$ cat src/common/hdc_pkg.sv
`default_nettype none

package hdc_pkg;

  // -------------------------------------------------------------------
  // Datapath widths
  // -------------------------------------------------------------------
  localparam int unsigned HV_DIM     = 128;
  localparam int unsigned IM_ADDR_W  = 10;
  localparam int unsigned SET_W      = 3;
  localparam int unsigned INDEX_W    = 7;
  localparam int unsigned SEED_W     = 32;
  localparam int unsigned NUM_SETS   = 8;
  localparam int unsigned BUND_CNT_W = 8;

  // -------------------------------------------------------------------
  // Item memory seeds
  // -------------------------------------------------------------------
  localparam logic [SEED_W-1:0] CIM_BASE_SEED = 32'd621635317;

  // Set 7 first, set 0 last
  localparam logic [NUM_SETS-1:0][SEED_W-1:0] ORTHO_SEEDS = {
    32'd2535149661,
    32'd2525737372,
    32'd4032445525,
    32'd811160829,
    32'd2850820469,
    32'd3074702788,
    32'd2391206478,
    32'd1103779247
  };

  // -------------------------------------------------------------------
  // Types
  // -------------------------------------------------------------------
  typedef logic [HV_DIM-1:0] hv_t;

  // Orthogonal view of the address
  typedef struct packed {
    logic [SET_W-1:0]   set;
    logic [INDEX_W-1:0] index;
  } im_item_t;

  // Continuous view of the address
  typedef struct packed {
    logic [IM_ADDR_W-1:0] level;
  } im_level_t;

  typedef union packed {
    im_item_t  item;
    im_level_t level;
  } im_addr_u;

  // One request beat from the outside
  typedef struct packed {
    logic     valid;
    logic     last;
    logic     cim_a;
    logic     cim_b;
    im_addr_u addr_a;
    im_addr_u addr_b;
  } enc_req_t;

  // Item memory output towards the bundler
  typedef struct packed {
    logic valid;
    hv_t  hv;
  } im_beat_t;

endpackage

`default_nettype wire

$ cat src/item_memory/item_mem_port.sv
`default_nettype none

module item_mem_port (
  input  logic              clk_i,
  input  logic              arst_n_i,
  input  logic              valid_i,
  input  logic              cim_i,
  input  hdc_pkg::im_addr_u addr_i,
  output hdc_pkg::im_beat_t beat_o
);

  // -------------------------------------------------------------------
  // Orthogonal decode
  // -------------------------------------------------------------------
  logic [hdc_pkg::SEED_W-1:0]   ortho_seed;
  hdc_pkg::hv_t                 ortho_base;
  logic [2*hdc_pkg::HV_DIM-1:0] ortho_dbl;
  hdc_pkg::hv_t                 ortho_hv;

  // Seed of the selected set, tiled across the full HV
  assign ortho_seed = hdc_pkg::ORTHO_SEEDS[addr_i.item.set];
  assign ortho_base = {(hdc_pkg::HV_DIM / hdc_pkg::SEED_W){ortho_seed}};

  // Rotate left by index, upper half of the doubled vector
  assign ortho_dbl = {ortho_base, ortho_base} << addr_i.item.index;
  assign ortho_hv  = ortho_dbl[2*hdc_pkg::HV_DIM-1 -: hdc_pkg::HV_DIM];

  // -------------------------------------------------------------------
  // Continuous (CiM) decode
  // -------------------------------------------------------------------
  hdc_pkg::hv_t                  cim_base;
  logic [hdc_pkg::IM_ADDR_W-1:0] flip_cnt;
  hdc_pkg::hv_t                  flip_mask;
  hdc_pkg::hv_t                  cim_hv;

  assign cim_base = {(hdc_pkg::HV_DIM / hdc_pkg::SEED_W){hdc_pkg::CIM_BASE_SEED}};

  // One more flipped bit every 8 levels
  assign flip_cnt  = addr_i.level.level >> 3;
  assign flip_mask = ~(hdc_pkg::hv_t'('1) << flip_cnt);
  assign cim_hv    = cim_base ^ flip_mask;

  // -------------------------------------------------------------------
  // Output register
  // -------------------------------------------------------------------
  hdc_pkg::hv_t hv_d;
  hdc_pkg::hv_t hv_q;
  logic         valid_q;

  assign hv_d = cim_i ? cim_hv : ortho_hv;

  always_ff @(posedge clk_i or negedge arst_n_i) begin
    if (!arst_n_i) begin
      valid_q <= 1'b0;
    end else begin
      valid_q <= valid_i;
    end
  end

  // Payload only moves on a real request
  always_ff @(posedge clk_i) begin
    if (valid_i) begin
      hv_q <= hv_d;
    end
  end

  assign beat_o = '{valid: valid_q, hv: hv_q};

  // A valid beat always carries a known HV
  a_beat_known : assert property (
    @(posedge clk_i) disable iff (!arst_n_i)
    beat_o.valid |-> !$isunknown(beat_o.hv)
  ) else $error("item_mem_port: valid beat with unknown HV");

endmodule

`default_nettype wire

$ cat src/verilog/hdc_encoder_top.sv
`default_nettype none

module hdc_encoder_top (
  input  logic              clk_i,
  input  logic              arst_n_i,
  input  hdc_pkg::enc_req_t req_i,
  output hdc_pkg::hv_t      qhv_o,
  output logic              qhv_valid_o
);

  // -------------------------------------------------------------------
  // Item memory ports
  // -------------------------------------------------------------------
  hdc_pkg::im_beat_t im_a;
  hdc_pkg::im_beat_t im_b;

  item_mem_port u_im_a (
    .clk_i    ( clk_i        ),
    .arst_n_i ( arst_n_i     ),
    .valid_i  ( req_i.valid  ),
    .cim_i    ( req_i.cim_a  ),
    .addr_i   ( req_i.addr_a ),
    .beat_o   ( im_a         )
  );

  item_mem_port u_im_b (
    .clk_i    ( clk_i        ),
    .arst_n_i ( arst_n_i     ),
    .valid_i  ( req_i.valid  ),
    .cim_i    ( req_i.cim_b  ),
    .addr_i   ( req_i.addr_b ),
    .beat_o   ( im_b         )
  );

  // -------------------------------------------------------------------
  // Bind and bundle
  // -------------------------------------------------------------------
  // Request strobes are realigned inside the bundler
  hv_bundler u_bundler (
    .clk_i       ( clk_i       ),
    .arst_n_i    ( arst_n_i    ),
    .valid_i     ( req_i.valid ),
    .last_i      ( req_i.last  ),
    .im_a_i      ( im_a        ),
    .im_b_i      ( im_b        ),
    .qhv_o       ( qhv_o       ),
    .qhv_valid_o ( qhv_valid_o )
  );

endmodule

`default_nettype wire

$ cat src/verilog/hv_bundler.sv
`default_nettype none

module hv_bundler (
  input  logic              clk_i,
  input  logic              arst_n_i,
  input  logic              valid_i,
  input  logic              last_i,
  input  hdc_pkg::im_beat_t im_a_i,
  input  hdc_pkg::im_beat_t im_b_i,
  output hdc_pkg::hv_t      qhv_o,
  output logic              qhv_valid_o
);

  // -------------------------------------------------------------------
  // Request alignment with the item memory stage
  // -------------------------------------------------------------------
  logic valid_q;
  logic last_q;
  logic acc_en;
  logic close;

  always_ff @(posedge clk_i or negedge arst_n_i) begin
    if (!arst_n_i) begin
      valid_q <= 1'b0;
      last_q  <= 1'b0;
    end else begin
      valid_q <= valid_i;
      last_q  <= last_i;
    end
  end

  assign acc_en = valid_q;
  assign close  = valid_q & last_q;

  // -------------------------------------------------------------------
  // Bind and accumulate
  // -------------------------------------------------------------------
  hdc_pkg::hv_t                                           bound;
  logic [hdc_pkg::HV_DIM-1:0][hdc_pkg::BUND_CNT_W-1:0]    cnt_q;
  logic [hdc_pkg::HV_DIM-1:0][hdc_pkg::BUND_CNT_W-1:0]    cnt_d;
  logic [hdc_pkg::BUND_CNT_W-1:0]                         beat_q;
  logic [hdc_pkg::BUND_CNT_W-1:0]                         beat_d;
  hdc_pkg::hv_t                                           qhv_d;

  assign bound  = im_a_i.hv ^ im_b_i.hv;
  assign beat_d = beat_q + {{(hdc_pkg::BUND_CNT_W-1){1'b0}}, 1'b1};

  // Counts include the current beat, so majority sees it too
  always_comb begin
    for (int i = 0; i < hdc_pkg::HV_DIM; i++) begin
      cnt_d[i] = cnt_q[i] + {{(hdc_pkg::BUND_CNT_W-1){1'b0}}, bound[i]};
      // 2*count > beats, a tie stays 0
      qhv_d[i] = {cnt_d[i], 1'b0} > {1'b0, beat_d};
    end
  end

  always_ff @(posedge clk_i or negedge arst_n_i) begin
    if (!arst_n_i) begin
      cnt_q  <= '0;
      beat_q <= '0;
    end else if (close) begin
      // Next bundle starts from zero
      cnt_q  <= '0;
      beat_q <= '0;
    end else if (acc_en) begin
      cnt_q  <= cnt_d;
      beat_q <= beat_d;
    end
  end

  // -------------------------------------------------------------------
  // Query HV output
  // -------------------------------------------------------------------
  hdc_pkg::hv_t qhv_q;
  logic         qhv_valid_q;

  always_ff @(posedge clk_i or negedge arst_n_i) begin
    if (!arst_n_i) begin
      qhv_valid_q <= 1'b0;
    end else begin
      qhv_valid_q <= close;
    end
  end

  always_ff @(posedge clk_i) begin
    if (close) begin
      qhv_q <= qhv_d;
    end
  end

  assign qhv_o       = qhv_q;
  assign qhv_valid_o = qhv_valid_q;

  // Both ports and the delayed request must stay in lockstep
  a_ports_aligned : assert property (
    @(posedge clk_i) disable iff (!arst_n_i)
    (im_a_i.valid == im_b_i.valid) && (im_a_i.valid == valid_q)
  ) else $error("hv_bundler: port beats out of step");

  // At most 255 beats per bundle
  a_no_beat_wrap : assert property (
    @(posedge clk_i) disable iff (!arst_n_i)
    acc_en |-> (beat_q != '1)
  ) else $error("hv_bundler: beat counter overflow");

endmodule

`default_nettype wire
$ cat config.mk
export PLATFORM = sky130hd
export DESIGN_NAME = hdc_encoder_top
export DESIGN_NICKNAME = d
export VERILOG_FILES = /design/src/common/hdc_pkg.sv /design/src/item_memory/item_mem_port.sv /design/src/verilog/hdc_encoder_top.sv /design/src/verilog/hv_bundler.sv
export SDC_FILE = /design/constraint.sdc
export NUM_CORES = 2
export LEC_CHECK = 0
export ABC_AREA = 1
export BUFFER_PORTS_ARGS = -buffer_cell sky130_fd_sc_hd__buf_4
export CAP_MARGIN = 5
export CORE_MARGIN = 5
export CORE_UTILIZATION = 45
export DETAILED_ROUTE_END_ITERATION = 12
export SYNTH_ARGS = -nofsm -noshare
export SYNTH_HDL_FRONTEND = slang
export SYNTH_HIERARCHICAL = 1
export SYNTH_SLANG_ARGS = --single-unit
$ cat constraint.sdc
create_clock -name clk_i -period 20.7 [get_ports clk_i]
set_clock_uncertainty 0.05 [all_clocks]
set_input_delay 1.035 -clock clk_i [delete_from_list [all_inputs] [get_ports clk_i]]
set_output_delay 1.035 -clock clk_i [all_outputs]
set_load 0.005 [all_outputs]
==> impl_metrics.toml <==
[timing]
setup_viol = 0
finalSetupTns_ns = 0
rsz0062_at_grt = "false"
fmaxAchievable_mhz = 179.5
fin_crit_ns = 5.571
drv_slew = 0
fin_crit_sh_pct = 26.91
relSlewSlack_pct = 23.80
worst_pin_slew_ns = 1.139
finalHoldViolCount = 0

[synth]
synth_warnings = 6
synthesis.nets = 12870
syn_avg_cell_area_um2 = 8.325
synth_area_um2 = 97180
netlist_instances = 11673

[die]
initial_core_util_pct = 45.24
die_h_um = 474.7
ios = 155
core-area_um2 = 214800
die_x_um = 474.7
rows = 170
dieArea_um2 = 225400

[finish]
final_util_pct = 49.66
multi_input_area_um2 = 52030
drive_gt1_share_pct = 5.308
final_common_cell = "nand2_1"
fillers = 20153
area_growth_pct = 9.777
nets = 12900
final_cell_mix = "2770 x nand2_1, 1597 x inv_1, 1171 x ha_1, 1033 x dfrtp_1, 886 x nand3_1"
regArea_um2 = 37440

[cts]
postCtsSetupBuffers = 0
clockRootBuffer = "clkbuf_16"
cts_tree = "built"
cts_resized = 0
htree_levels = 4
clock-sinks = 1419
clk_pin_slew_ns = 0.06
cts-buffers-inserted = 170
clk_path_buf_depth = 3
hold_buffers = 0
insertion_delay_ns = 0.84

[detailed_routing]
wire_per_inst_um = 19.16
drt-total-wl_um = 281600
drt_iter0_drc = 5992
first_pass_iters = 6
ant_nets = 0
routed_via_density = 5.540
vias = 81448
drc_errors = 0

[grt]
grt_pass1_wl_um = 442000
grt_max_degree = 179
grt_pass1_vias = 80116
antenna_found_initial = 23
track_usage_pct = 24.62
grt-ovfl-total = 0

[critical_path]
required_ns = 21.30
cp_slowest_cell = "buf_4"
cp_max_fo = 161
rr_worst_depth = 7
path_cells = "inv_8 > nor2_4 > inv_8 > buf_4 > buf_4 > buf_4 > o22ai_1"
critPathArrivalTime_ns = 6.17
critical-path-max-stage-delay_ns = 0.84
start_kind = "register"
cp_common_cell = "buf_4"
critical_path_class = "reg2reg"
end_kind = "register"

[power_and_ir_drop]
pwr_density_cell_nw_per_um2 = 80.84
ir_worst_vdd_v = 0.0001027
cellLeakagePower_nw = 54.56

[worst_hold_path]
hold_class = "in2async"

[placement]
port_buffers = 154
place_congestion = 0.9377
hpwl_um = 185100

[status]
status = "complete, no violations"

[job]
maxCapViolCount = 0
power by group:
part | switching [mW] | internal [mW] | leakage [nW]
Sequential | 0.189 | 3.17 | 18.0
Combinational | 1.35 | 0.819 | 33.7
Clock | 1.28 | 1.81 | 2.84
Total | 2.82 | 5.80 | 54.6
state kept, by name, indices dropped and copies added, names as in the netlist:
signal / flops
u_im_b/hv_q: 128
u_bundler/qhv_valid_o: 1
u_bundler/qhv_o: 128
u_bundler/acc_en: 1
u_bundler/beat_q: 8
u_im_a/hv_q: 128
u_bundler/cnt_q: 1024
u_bundler/last_q: 1
path summary, 6_finish.rpt:
check / start / end / slack (ns)
max: u_bundler/acc_en / u_bundler/cnt_q[498] / 15.13
min: arst_n_i / u_bundler/cnt_q[292] / 0.19
max reg2reg: u_bundler/acc_en / u_bundler/cnt_q[498] / 15.13
min reg2reg: u_bundler/cnt_q[647] / u_bundler/cnt_q[647] / 0.45
max in group asynchronous: arst_n_i / u_bundler/cnt_q[757] / 15.73
min in group clk_i: req_i[22] / u_bundler/last_q / 0.27
through the flow:
stage | area [um2] | instances | power, mW | setup WS, ns | hold slack [ns]
finish | 106700 | 14701 | 8.624 | 15.13 | 0.1871
global route | 106700 | 14696 | 9.163 | 14.84 | 0.2301
CTS | 106700 | 14689 | 8.717 | 15.15 | 0.2029
detailed placement | 100900 | 14369 | 5.574 | 14.58 | 0.4364
global placement | 100900 | 14369 | 5.521 | 14.64 | 0.4213
floorplan | 97180 | 11673 | 4.803 | 12.52 | 0.4030
layer usage:
layer / wire (um) / global-route usage, % / vias to the layer above / share of wire (%)
met1: 126100 / 32.81 / 39298 / 45
met3: 15580 / 3.622 / 535 / 5.5
met5: 81 / 0 / - / 0.029
met2: 128200 / 40.29 / 2135 / 46
li1: - / - / 39468 / -
met4: 11680 / 9.978 / 12 / 4.1
layout make-up:
type                       count  area share [%]
antenna                       12         0.02815
timing repair buffer         224           1.649
multi-input combinational   8269           48.78
clock inverter                60          0.6369
sequential                  1419           35.09
clock buffer                 260           4.762
tap                         2838           3.329
inverter                    1619           5.727
worst max-delay path: cells and delay by family (launching register included):
kind	cells	cell delay, ns
buffers and inverters	5	3.88
flip-flops	1	0.76
AO/OA/AOI/OAI	1	0.21
AND/OR/NAND/NOR	1	0.10
(Power assumes the default switching activity.)
